==> src/rtl/conv_pkg.sv <==
package conv_pkg;

    typedef logic signed [7:0]  pixel_t;    // One input pixel
    typedef logic signed [7:0]  weight_t;   // One kernel weight and one memory word
    typedef logic signed [19:0] sum_t;      // Wide enough for nine 16 bit products
    typedef logic [3:0]         kw_t;       // Odd kernel width, 3 and up
    typedef logic [9:0]         col_t;      // Column count or column index
    typedef logic [3:0]         waddr_t;    // Weight memory address

    typedef enum logic [1:0] {
        FETCH_IDLE,                         // Weights valid or never loaded
        FETCH_ISSUE,                        // Read requests going out
        FETCH_DRAIN                         // Waiting for the last read word
    } fetch_state_t;

    typedef enum logic {
        OWNER_HOST,                         // Host write port held the last grant
        OWNER_FETCH                         // Weight fetcher held the last grant
    } arb_owner_t;

endpackage

==> src/rtl/mem_bus_if.sv <==
interface mem_bus_if
    import conv_pkg::*;
();

    logic    req;       // Held with we, addr and wdata until gnt
    logic    gnt;       // One cycle, the access happens in it
    logic    we;        // Write when high, read when low
    waddr_t  addr;
    weight_t wdata;
    weight_t rdata;     // Valid together with rvalid
    logic    rvalid;    // Pulses one cycle after a granted read

    modport requester (
        output req, we, addr, wdata,
        input  gnt, rdata, rvalid
    );

    modport store (
        input  req, we, addr, wdata,
        output gnt, rdata, rvalid
    );

endinterface

==> src/rtl/host_write_port.sv <==
module host_write_port
    import conv_pkg::*;
(
    input  logic         aclk,
    input  logic         rst_n,
    input  logic         wr_en,
    input  waddr_t       wr_addr,
    input  weight_t      wr_data,
    output logic         wr_busy,
    mem_bus_if.requester bus
);

    logic    accept;    // Strobe taken into the buffer
    waddr_t  addr_q;    // Buffered write address
    weight_t data_q;    // Buffered write data

    assign accept = wr_en && !wr_busy;  // A strobe while busy is lost

    always_ff @(posedge aclk) begin
        if (!rst_n) begin
            wr_busy <= 1'b0;
        end else if (accept) begin
            wr_busy <= 1'b1;                // Buffer full from the next cycle
        end else if (bus.gnt) begin
            wr_busy <= 1'b0;                // Write done in the grant cycle
        end
    end

    always_ff @(posedge aclk) begin
        if (accept) begin
            addr_q <= wr_addr;
            data_q <= wr_data;
        end
    end

    assign bus.req   = wr_busy;             // Request stays up until granted
    assign bus.we    = 1'b1;                // This port only ever writes
    assign bus.addr  = addr_q;
    assign bus.wdata = data_q;

endmodule

==> src/rtl/weight_fetch.sv <==
module weight_fetch
    import conv_pkg::*;
#(
    parameter int KERNEL_W_MAX = 7
) (
    input  logic                         aclk,
    input  logic                         rst_n,
    input  logic                         start,
    input  kw_t                          kernel_w,
    output logic                         ready,
    output weight_t [KERNEL_W_MAX-1:0]   weights,
    mem_bus_if.requester                 bus
);

    fetch_state_t state;
    kw_t          kw_q;         // Kernel width of the fetch in flight
    waddr_t       rd_addr;      // Next address to request
    waddr_t       rd_cnt;       // Words returned so far
    waddr_t       last_addr;    // Highest address of this kernel
    logic         take;         // Start accepted

    assign last_addr = waddr_t'(kw_q - kw_t'(1));
    assign take      = start && state == FETCH_IDLE;   // Ignored while a fetch runs

    assign bus.req   = state == FETCH_ISSUE;
    assign bus.we    = 1'b0;
    assign bus.addr  = rd_addr;
    assign bus.wdata = '0;

    always_ff @(posedge aclk) begin
        if (!rst_n) begin
            state   <= FETCH_IDLE;
            ready   <= 1'b0;                // Low until a first kernel is in
            kw_q    <= '0;
            rd_addr <= '0;
            rd_cnt  <= '0;
        end else begin
            case (state)
                FETCH_IDLE: if (take) begin
                    kw_q    <= kernel_w;
                    rd_addr <= '0;
                    rd_cnt  <= '0;
                    ready   <= 1'b0;        // Falls the cycle after start
                    state   <= FETCH_ISSUE;
                end
                FETCH_ISSUE: if (bus.gnt) begin
                    rd_addr <= rd_addr + waddr_t'(1);   // One address per granted cycle
                    if (rd_addr == last_addr) state <= FETCH_DRAIN;
                end
                FETCH_DRAIN: if (bus.rvalid && rd_cnt == last_addr) begin
                    ready <= 1'b1;          // Rises after the final word lands
                    state <= FETCH_IDLE;
                end
                default: state <= FETCH_IDLE;
            endcase
            if (bus.rvalid) rd_cnt <= rd_cnt + waddr_t'(1);
        end
    end

    // Word at address a feeds datapath a, which sees the oldest pixel of the window
    always_ff @(posedge aclk) begin
        if (take) begin
            weights <= '0;                  // Datapaths past kw multiply by zero
        end else if (bus.rvalid) begin
            for (int i = 0; i < KERNEL_W_MAX; i++) begin
                if (rd_cnt == waddr_t'(i)) weights[i] <= bus.rdata;
            end
        end
    end

endmodule

==> src/rtl/weight_store.sv <==
module weight_store
    import conv_pkg::*;
(
    input  logic     aclk,
    input  logic     rst_n,
    mem_bus_if.store host_bus,
    mem_bus_if.store fetch_bus
);

    weight_t    mem [0:15];     // Single port weight memory
    arb_owner_t last_owner;     // Who held the previous grant
    logic       host_win;
    logic       fetch_win;
    logic       mem_we;
    waddr_t     mem_addr;
    weight_t    mem_wdata;
    weight_t    rdata_q;        // Read word, shared by both ports
    logic       host_rd_q;      // Host read was granted last cycle
    logic       fetch_rd_q;     // Fetch read was granted last cycle

    // On a tie the port that did not own the last grant goes first
    assign host_win  = host_bus.req && (!fetch_bus.req || last_owner == OWNER_FETCH);
    assign fetch_win = fetch_bus.req && !host_win;   // A lone request wins at once

    assign host_bus.gnt  = host_win;
    assign fetch_bus.gnt = fetch_win;

    assign mem_addr  = host_win ? host_bus.addr : fetch_bus.addr;
    assign mem_wdata = host_win ? host_bus.wdata : fetch_bus.wdata;
    assign mem_we    = (host_win && host_bus.we) || (fetch_win && fetch_bus.we);

    always_ff @(posedge aclk) begin
        if (!rst_n) begin
            last_owner <= OWNER_FETCH;      // Host wins the first tie
        end else if (host_win) begin
            last_owner <= OWNER_HOST;
        end else if (fetch_win) begin
            last_owner <= OWNER_FETCH;
        end
    end

    always_ff @(posedge aclk) begin
        if (mem_we) mem[mem_addr] <= mem_wdata;
        rdata_q <= mem[mem_addr];           // Read first, a write shows next access
    end

    always_ff @(posedge aclk) begin
        if (!rst_n) begin
            host_rd_q  <= 1'b0;
            fetch_rd_q <= 1'b0;
        end else begin
            host_rd_q  <= host_win && !host_bus.we;
            fetch_rd_q <= fetch_win && !fetch_bus.we;
        end
    end

    assign host_bus.rdata   = rdata_q;
    assign fetch_bus.rdata  = rdata_q;
    assign host_bus.rvalid  = host_rd_q;    // Only the granted reader sees a pulse
    assign fetch_bus.rvalid = fetch_rd_q;

endmodule

==> src/rtl/pad_filter.sv <==
module pad_filter
    import conv_pkg::*;
#(
    parameter int KERNEL_W_MAX = 7
) (
    input  logic                    aclk,
    input  logic                    rst_n,
    input  logic                    start,
    input  kw_t                     kernel_w,
    input  logic                    col_valid,
    input  logic                    col_is_tail,
    output logic [KERNEL_W_MAX-1:1] mask_partial,
    output logic [KERNEL_W_MAX-1:0] mask_full
);

    localparam int KW2_MAX = KERNEL_W_MAX / 2;    // Largest half width

    kw_t              kw2_q;        // Half width of the running kernel, 1 and up
    logic [KW2_MAX:1] col_end;      // Bit k is set on column cols-1-kw2+k
    logic [KW2_MAX:1] col_start;    // Bit k is set on column k-1 of a row

    always_ff @(posedge aclk) begin
        if (!rst_n) begin
            kw2_q <= kw_t'(1);
        end else if (start) begin
            kw2_q <= kernel_w >> 1;         // Selects the lookup column below
        end
    end

    // Tail flag walks through the end bits and then into the start bits
    always_ff @(posedge aclk) begin
        if (!rst_n || start) begin
            col_end   <= '0;
            col_start <= '1;                // First row starts masked
        end else if (col_valid) begin
            col_end[1]   <= col_is_tail;
            col_start[1] <= col_end[kw2_q]; // The last column opens the next row
            for (int k = 2; k <= KW2_MAX; k++) begin
                col_end[k]   <= col_end[k-1];
                col_start[k] <= col_start[k-1];
            end
        end
    end

    // Full sums, one lookup entry per odd kernel so widths can change per row
    for (genvar i = 0; i < KERNEL_W_MAX; i++) begin : g_full
        logic [KW2_MAX:1] allow;

        for (genvar r = 1; r <= KW2_MAX; r++) begin : g_kw
            logic full_dp;      // Datapath kw-1 ends every window
            logic in_start;     // First r columns have no output yet
            logic at_last;      // Datapaths r to 2r finish the padded tail

            assign full_dp  = i == 2 * r;
            assign in_start = |col_start[r:1];
            assign at_last  = col_end[r] && i >= r && i <= 2 * r;
            assign allow[r] = (full_dp && !in_start) || at_last;
        end

        assign mask_full[i] = allow[kw2_q];
    end

    // Partial sums are cut where they would carry pixels across a row boundary
    for (genvar i = 1; i < KERNEL_W_MAX; i++) begin : g_part
        logic [KW2_MAX:1] stop;

        for (genvar r = 1; r <= KW2_MAX; r++) begin : g_kw
            if (i > r) begin : g_high
                assign stop[r] = i > 2 * r;             // Past the kernel, not used
            end else begin : g_low
                assign stop[r] = |col_end[r:i];         // Triangle of blocked carries
            end
        end

        assign mask_partial[i] = !stop[kw2_q];
    end

endmodule

==> src/rtl/conv_row_engine.sv <==
module conv_row_engine
    import conv_pkg::*;
#(
    parameter int KERNEL_W_MAX = 7
) (
    input  logic                         aclk,
    input  logic                         rst_n,
    input  logic                         start,
    input  kw_t                          kernel_w,
    input  col_t                         row_cols,
    input  logic                         ready,
    input  logic                         pixel_valid,
    input  pixel_t                       pixel,
    input  weight_t [KERNEL_W_MAX-1:0]   weights,
    output logic                         out_valid,
    output logic [KERNEL_W_MAX-1:0]      out_keep,
    output sum_t [KERNEL_W_MAX-1:0]      out_sums
);

    kw_t                     kw_q;          // Kernel width for the tail position
    col_t                    cols_q;        // Row width
    col_t                    col_q;         // Column of the next accepted pixel
    col_t                    half_w;
    col_t                    last_col;
    col_t                    tail_col;
    logic                    accept;
    logic                    col_is_tail;
    logic [KERNEL_W_MAX-1:1] mask_partial;
    logic [KERNEL_W_MAX-1:0] mask_full;
    sum_t [KERNEL_W_MAX-1:0] new_sum;       // This column's sum in each datapath
    sum_t [KERNEL_W_MAX-1:1] carry_q;       // Partial sum waiting for datapath i

    assign accept   = pixel_valid && ready;
    assign half_w   = col_t'(kw_q >> 1);
    assign last_col = cols_q - col_t'(1);
    assign tail_col = last_col - half_w;

    // Rows no wider than kw/2 have their tail already on column 0
    assign col_is_tail = col_q == tail_col || (col_q == '0 && cols_q <= half_w);

    always_ff @(posedge aclk) begin
        if (!rst_n) begin
            kw_q   <= '0;
            cols_q <= '0;
            col_q  <= '0;
        end else if (start) begin
            kw_q   <= kernel_w;
            cols_q <= row_cols;
            col_q  <= '0;
        end else if (accept) begin
            col_q <= col_q == last_col ? '0 : col_q + col_t'(1);  // Next row needs no start
        end
    end

    pad_filter #(
        .KERNEL_W_MAX (KERNEL_W_MAX)
    ) u_pad_filter (
        .aclk         (aclk),
        .rst_n        (rst_n),
        .start        (start),
        .kernel_w     (kernel_w),
        .col_valid    (accept),
        .col_is_tail  (col_is_tail),
        .mask_partial (mask_partial),
        .mask_full    (mask_full)
    );

    // Datapath 0 opens a window and the others extend the carry from below
    assign new_sum[0] = sum_t'(pixel) * sum_t'(weights[0]);
    for (genvar i = 1; i < KERNEL_W_MAX; i++) begin : g_mac
        assign new_sum[i] = sum_t'(pixel) * sum_t'(weights[i]) + carry_q[i];
    end

    always_ff @(posedge aclk) begin
        if (!rst_n || start) begin
            carry_q <= '0;                  // A fresh row sees zeros on its left
        end else if (accept) begin
            for (int i = 1; i < KERNEL_W_MAX; i++) begin
                carry_q[i] <= mask_partial[i] ? new_sum[i-1] : '0;
            end
        end
    end

    always_ff @(posedge aclk) begin
        if (!rst_n) begin
            out_valid <= 1'b0;
            out_keep  <= '0;
        end else begin
            out_valid <= accept && |mask_full;          // One cycle after the pixel
            out_keep  <= accept ? mask_full : '0;
        end
    end

    always_ff @(posedge aclk) begin
        if (accept) out_sums <= new_sum;
    end

endmodule

==> src/rtl/conv_pad_top.sv <==
module conv_pad_top
    import conv_pkg::*;
#(
    parameter int KERNEL_W_MAX = 7
) (
    input  logic                       aclk,
    input  logic                       rst_n,
    input  logic                       wr_en,
    input  waddr_t                     wr_addr,
    input  weight_t                    wr_data,
    output logic                       wr_busy,
    input  logic                       start,
    input  kw_t                        kernel_w,
    input  col_t                       row_cols,
    output logic                       ready,
    input  logic                       pixel_valid,
    input  pixel_t                     pixel,
    output logic                       out_valid,
    output logic [KERNEL_W_MAX-1:0]    out_keep,
    output sum_t [KERNEL_W_MAX-1:0]    out_sums
);

    weight_t [KERNEL_W_MAX-1:0] weights;    // Fetched kernel, one word per datapath

    mem_bus_if host_bus ();
    mem_bus_if fetch_bus ();

    host_write_port u_host_port (
        .aclk    (aclk),
        .rst_n   (rst_n),
        .wr_en   (wr_en),
        .wr_addr (wr_addr),
        .wr_data (wr_data),
        .wr_busy (wr_busy),
        .bus     (host_bus.requester)
    );

    weight_fetch #(
        .KERNEL_W_MAX (KERNEL_W_MAX)
    ) u_fetch (
        .aclk     (aclk),
        .rst_n    (rst_n),
        .start    (start),
        .kernel_w (kernel_w),
        .ready    (ready),
        .weights  (weights),
        .bus      (fetch_bus.requester)
    );

    weight_store u_store (
        .aclk      (aclk),
        .rst_n     (rst_n),
        .host_bus  (host_bus.store),
        .fetch_bus (fetch_bus.store)
    );

    conv_row_engine #(
        .KERNEL_W_MAX (KERNEL_W_MAX)
    ) u_engine (
        .aclk        (aclk),
        .rst_n       (rst_n),
        .start       (start),
        .kernel_w    (kernel_w),
        .row_cols    (row_cols),
        .ready       (ready),
        .pixel_valid (pixel_valid),
        .pixel       (pixel),
        .weights     (weights),
        .out_valid   (out_valid),
        .out_keep    (out_keep),
        .out_sums    (out_sums)
    );

endmodule

==> config.mk <==
export PLATFORM = sky130hd
export DESIGN_NAME = conv_pad_top
export DESIGN_NICKNAME = d
export VERILOG_FILES = /design/src/rtl/conv_pkg.sv /design/src/rtl/mem_bus_if.sv /design/src/rtl/host_write_port.sv /design/src/rtl/weight_fetch.sv /design/src/rtl/weight_store.sv /design/src/rtl/pad_filter.sv /design/src/rtl/conv_row_engine.sv /design/src/rtl/conv_pad_top.sv
export SDC_FILE = /design/constraint.sdc
export NUM_CORES = 2
export LEC_CHECK = 0
export BUFFER_PORTS_ARGS = -buffer_cell sky130_fd_sc_hd__buf_2
export CAP_MARGIN = 20
export CORE_MARGIN = 10
export CORE_UTILIZATION = 40
export CTS_CLUSTER_SIZE = 14
export DETAILED_ROUTE_END_ITERATION = 12
export RECOVER_POWER = 25
export SLEW_MARGIN = 25
export SYNTH_ARGS = -nofsm -noshare
export SYNTH_HDL_FRONTEND = slang
export SYNTH_SLANG_ARGS = --single-unit
==> constraint.sdc <==
create_clock -name aclk -period 5.6 [get_ports aclk]
set_input_delay 0 -clock aclk [delete_from_list [all_inputs] [get_ports aclk]]
set_output_delay 0 -clock aclk [all_outputs]
set_load 0.1 [all_outputs]
**Word-level counts from Yosys, hierarchy flattened**

Memory sizes are Yosys's and may differ from the RTL's. A register that Yosys moved wholly into a read port is not among the register bits.
Cells that the tools add are included.

- $add $sub $neg: 12
- $mul: 7
- Order comparisons: 2
- Equality and inequality tests: 16
- Multiplexer cells: 54
- Bitwise gates (word level): 1
- Reductions and logical operators: 50

Operators with widths:

| cell | count |
|---|---|
| adder 20 bit | 6 |
| two-way mux 20 bit | 6 |
| multiplier 8 x 8 -> 16 bit | 7 |
| binary-select mux 1 bit (select 2 bit) | 13 |
| two-way mux 1 bit | 21 |
| equality test 10 bit | 2 |
| two-way mux 4 bit | 5 |
| AND reduction 2 bit | 10 |
| equality test 4 x 3 -> 1 bit (second input constant) | 3 |
| nonzero test 2 bit | 6 |
| adder 10 x 1 -> 10 bit (second input constant) | 1 |
| <= comparator 10 x 3 -> 1 bit | 1 |
| zero test 10 bit | 1 |
| two-way mux 10 bit | 1 |
| subtractor 10 x 1 -> 10 bit (second input constant) | 1 |
| subtractor 10 x 3 -> 10 bit | 1 |
| adder 4 x 1 -> 4 bit (second input constant) | 2 |
| equality test 4 x 2 -> 1 bit (second input constant) | 2 |
| equality test 4 bit | 2 |
| logical AND 1 bit | 8 |
| two-way mux 2 bit | 4 |
| two-way mux 8 bit | 1 |
| one-hot mux 4 bit (2 select lines) | 1 |
| OR reduction 2 bit | 4 |
| other kinds (18) | 33 |

- Register bits: 387
- Memory bits (writable): 128
- Input bits: 39
- Output and inout bits: 150
- Word-level logic and storage cells: 181
- Memories: 1

Memories:

| name | words | width | read ports | clocked after memory_dff | write ports | line | RTL |
|---|---|---|---|---|---|---|---|
| u_store.mem | 16 | 8 | 1 | 1 | 1 | weight_store.sv:10 | `weight_t mem [0:15];` |

**Depth between registers and ports, before layout**

- Word-level depth: 8
- Depth in mapped cells: 29
- Gate-level depth less buffers: 27

**Hierarchy**

A second synthesis with hierarchy kept.

- Cells, all modules: 4250
- Area, all modules: 43767.0 um2

By module, submodules not included:

| module | times used | cells an instance | area an instance (um2) | seq. area each (um2) |
|---|---|---|---|---|
| conv_row_engine | 1 | 3430 | 33488.4 | 7026.7 |
| weight_store | 1 | 391 | 6472.5 | 4063.9 |
| weight_fetch | 1 | 357 | 2914.0 | 1421.4 |
| pad_filter | 1 | 53 | 473.0 | 160.2 |
| host_write_port | 1 | 19 | 419.2 | 380.4 |

**Worst setup path before layout**

No wires, ideal clock.

- Kind: register to register
- Start point: register u_fetch.ready
- End point: register u_engine.out_sums[0] (netlist name) (enable)
- Setup time: 553 ps
- Data arrival time: 5597 ps
- Required time: 5047 ps
- Setup slack: -550 ps
- Stages on the path, launching flop included: 6
- Buffers on the path: 3
- Period minus slack after synthesis: 6150 ps
- Path through: dfxtp_1 -> nand2_1 -> clkbuf_1 -> inv_1 -> clkbuf_1 -> buf_1

- Longest elaborated chain between the ends: 1

RTL lines:

| element | line | RTL |
|---|---|---|
| from (decl) | weight_fetch.sv:10 | `output logic ready,` |
| from (signal assigned) | weight_fetch.sv:33 | `ready <= 1'b0;` |
| from (signal assigned) | weight_fetch.sv:43 | `ready <= 1'b0;` |
| from (signal assigned) | weight_fetch.sv:51 | `ready <= 1'b1;` |
| logical AND 1 bit | conv_row_engine.sv:33 | `assign accept = pixel_valid && ready;` |
| net u_engine.accept | conv_row_engine.sv:26 | `logic accept;` |
| to (signal assigned) | conv_row_engine.sv:95 | `if (accept) out_sums <= new_sum;` |
| to (decl) | conv_row_engine.sv:17 | `output sum_t [KERNEL_W_MAX-1:0] out_sums` |

The timed path passes the listed nets, and every way through them passes these cells.
A chain may end at the register's enable or synchronous reset.

==> out/results.ini <==
[timing]
relSlewSlack_pct = 30.2
grt_setup_unrepaired = yes
tightestPinTransition_ns = 1.05
setup_slack_ns = -0.263
finalSetupViolations = 16
finalCriticalPeriod_ns = 5.86
skew_ns = 0.0348
tns_ns = -1.39
max_freq_ghz = 0.171
hold_viol_final = 0
fin_crit_sh_pct = 105
drv_slew = 0

[detailed_routing]
postRouteWirelength_mm = 108
drcViolationCount = 0
vias_per_cell = 4.95
wl_per_cell_um = 17.4
drt_iter0_drc = 1643
ant_nets = 0
num_vias = 30600
drt_first_pass_iters = 5

[clocking]
tritoncts = built
clockRootBuffer = clkbuf_16
insertion_delay_ns = 0.70
cts_htree_levels = 2
clk_path_buf_depth = 3
path_clk_slew_ns = 0.06
numCtsBuffers = 60
cts.sink_count = 511

[floorplanning]
rows = 117
die_w_um = 341
ios = 189
die-area_sq_um = 116000
die_h_um = 341
start_util_pct = 40.4
coreArea_sq_um = 102000

[logic_synthesis]
yosys_warnings = 0
ys_seq_area_share_pct = 31.5
synth_commonest_cells = 613 x inv_1, 392 x fa_1, 339 x ha_1
synthesis.area_sq_um = 41200
synth_nets = 4874
netlist_top_cells_area = edfxtp_1 20%, fa_1 19%, dfxtp_1 11%
yosys.area.top_type = edfxtp_1
netlist_instances = 4104
async_flop_share_pct = 0
synthFlopType = edfxtp_1
ys_ff_latch = 511
synth_cell_type_count = 81
yosysMostFrequentCell = inv_1
syn_avg_cell_area_sq_um = 10.0
synth_top_area_share_pct = 20.1
synth_edf_count = 276

[cells_and_area]
drive_above_1_share_pct = 24.4
fin_util_pct = 50.6
final_nets = 5531
area_growth_pct = 25.4

[worst_setup_path]
r2r-start = u_fetch.weights[42]
critPathKind = reg -> reg
cp.required_ns = 6.19
path_max_fanout = 4
worstSetupStartpointType = flip-flop
slowest_stage = fa_1
cp-end-kind = flip-flop
worst_ep_arrival_time_ns = 6.46
critPathMaxStageDelay_ns = 0.54
crit_family = adder cells
crit_path_start = u_fetch.weights[42]
critPathBufInv = 6

[placement]
dpl.hpwl_mm = 83.6
port_buffers = 187
place_ws_ns = -0.368
globalplace.congestion = 0.868

[global_routing]
grt_overflow = 0
antenna_found_initial = 4
grt_pass1_wl_mm = 171
grt_pass1_vias = 31100
grt_usage_pct = 18.3
grt_max_degree = 103

[run_status]
violations = negative setup slack
status = finished with violations

[power]
p_switching_w = 0.00239
p_seq_share_pct = 45.2
switching_share_pct = 26.5
pwr-share-clk_pct = 44.3
ir_drop_mv = 0.263
power_density_nw_per_um2 = 174
internal-power_w = 0.00661
combPwrFrac_pct = 10.5
p_total_w = 0.00900
power.leakage_nw = 23.7

[worst_hold_path]
hold_start = kernel_w[0]
worstHoldPathType = in -> reg

[job]
cap_violations = 0

-- final timing paths --
check | depth (start not counted) | slack (ns) | to
max | 27 | -0.26 | u_engine.carry_q[119]
min reg2reg | 2 | 0.46 | u_engine.carry_q[60]
min | 4 | 0.14 | u_fetch.kw_q[0]
max reg2reg | 27 | -0.26 | u_engine.carry_q[119]
-- final cells by class --
cell class,instances,area [sq um]
Antenna cell,1,2.50
Clock buffer,75,1630
Clock inverter,38,412
Fill cell,9335,50400
Inverter,613,2310
Multi-Input combinational cell,2836,27100
Sequential cell,511,13100
Tap cell,1368,1710
Timing Repair Buffer,739,5420
-- power groups by stage --
stage	logic [W]	registers, W	clock network [W]
floorplan	0.000594	0.00410	0
global placement	0.000898	0.00416	0
detailed placement	0.000910	0.00416	0
CTS	0.000949	0.00407	0.00408
global route	0.00105	0.00407	0.00424
finish	0.000942	0.00407	0.00399
-- per-stage QoR --
| stage | hold WS, ns | instances | instance area, sq um |
|---|---|---|---|
| floorplan | 0.0986 | 4104 | 41400 |
| global placement | 0.178 | 5973 | 47100 |
| detailed placement | 0.178 | 5973 | 47100 |
| CTS | 0.0895 | 6162 | 50400 |
| global route | 0.129 | 6180 | 51700 |
| finish | 0.142 | 6181 | 51700 |
-- cell families (layout without fill, tap and decap cells) --
kind of cell | after synthesis | after routing | share of synthesized area, %
other | 1 | 2 | 0.00910
adders and majority gates | 731 | 731 | 29.3
xor gates and xnor gates | 253 | 253 | 5.43
buffers and inverters | 757 | 1465 | 6.95
and+or+nand+nor | 1126 | 1126 | 13.6
muxes | 67 | 67 | 2.62
AOI/OAI and AO/OA | 658 | 658 | 10.5
DFF | 511 | 511 | 31.5
-- repair_timing --
item,in CTS,in global routing
resized for setup,163,241
pin swaps,102,161
hold buffers,53,0
buffers inserted,24,27
setup endpoints to repair,54,81
hold endpoints to repair,72,0
-- layer usage --
| layer | share of wire, % | vias up | wire, um | track usage [%] |
|---|---|---|---|---|
| met1 | 46 | 15000 | 49200 | 24.8 |
| met2 | 48 | 553 | 51800 | 30.8 |
| met4 | 2.2 | 4 | 2380 | 4.59 |
| met3 | 4.1 | 137 | 4400 | 2.21 |
| li1 | - | 14900 | - | - |
| met5 | 0.029 | - | 31 | 0 |
-- registers in the layout, summed over array words and instances (netlist names), 6 cells and up --
| name | count |
|---|---|
| u_engine.cols_q | 10 |
| u_store.fetch_bus.rdata | 8 |
| u_engine.carry_q | 116 |
| u_host_port.bus.wdata | 8 |
| u_store.mem | 128 |
| u_engine.col_q | 10 |
| u_fetch.weights | 56 |
| u_engine.out_keep | 6 |
| u_engine.out_sums | 136 |
-- worst register-to-register path: cells and delay by family (launching register included) --
kind / cells / cell delay, ns
and+or+nand+nor: 3 / 0.24
AOI/OAI and AO/OA: 9 / 1.91
DFF: 1 / 0.33
xor gates and xnor gates: 3 / 0.44
adders and majority gates: 6 / 2.42
buffers and inverters: 6 / 0.42
-- placed cells by master (no fill, tap or decap), types with 14 or more instances in the layout --
cell type / count
buf_4: 470
dfxtp_1: 202
a22o_1: 38
edfxtp_1: 276
a21o_1: 62
and2_1: 280
nand3_1: 45
nor2_1: 226
o21ai_2: 14
nand2b_1: 33
mux2i_1: 26
buf_6: 17
a21oi_1: 163
a21oi_2: 40
a22oi_1: 76
fa_1: 377
dfxtp_4: 17
inv_2: 38
ha_1: 291
clkbuf_16: 62
dlygate4sd3_1: 53
mux4_2: 32
xnor2_1: 169
inv_1: 574
o21ai_0: 56
fa_2: 15
nand2_1: 316
dfxtp_2: 16
and2_4: 24
a211oi_1: 14
xor2_1: 57
o21bai_1: 28
nor3_1: 30
nor2b_1: 56
o21a_1: 26
o21ai_1: 19
ha_4: 35
buf_2: 185
xnor2_2: 17
No activity file was read; power rests on OpenSTA's default activity.
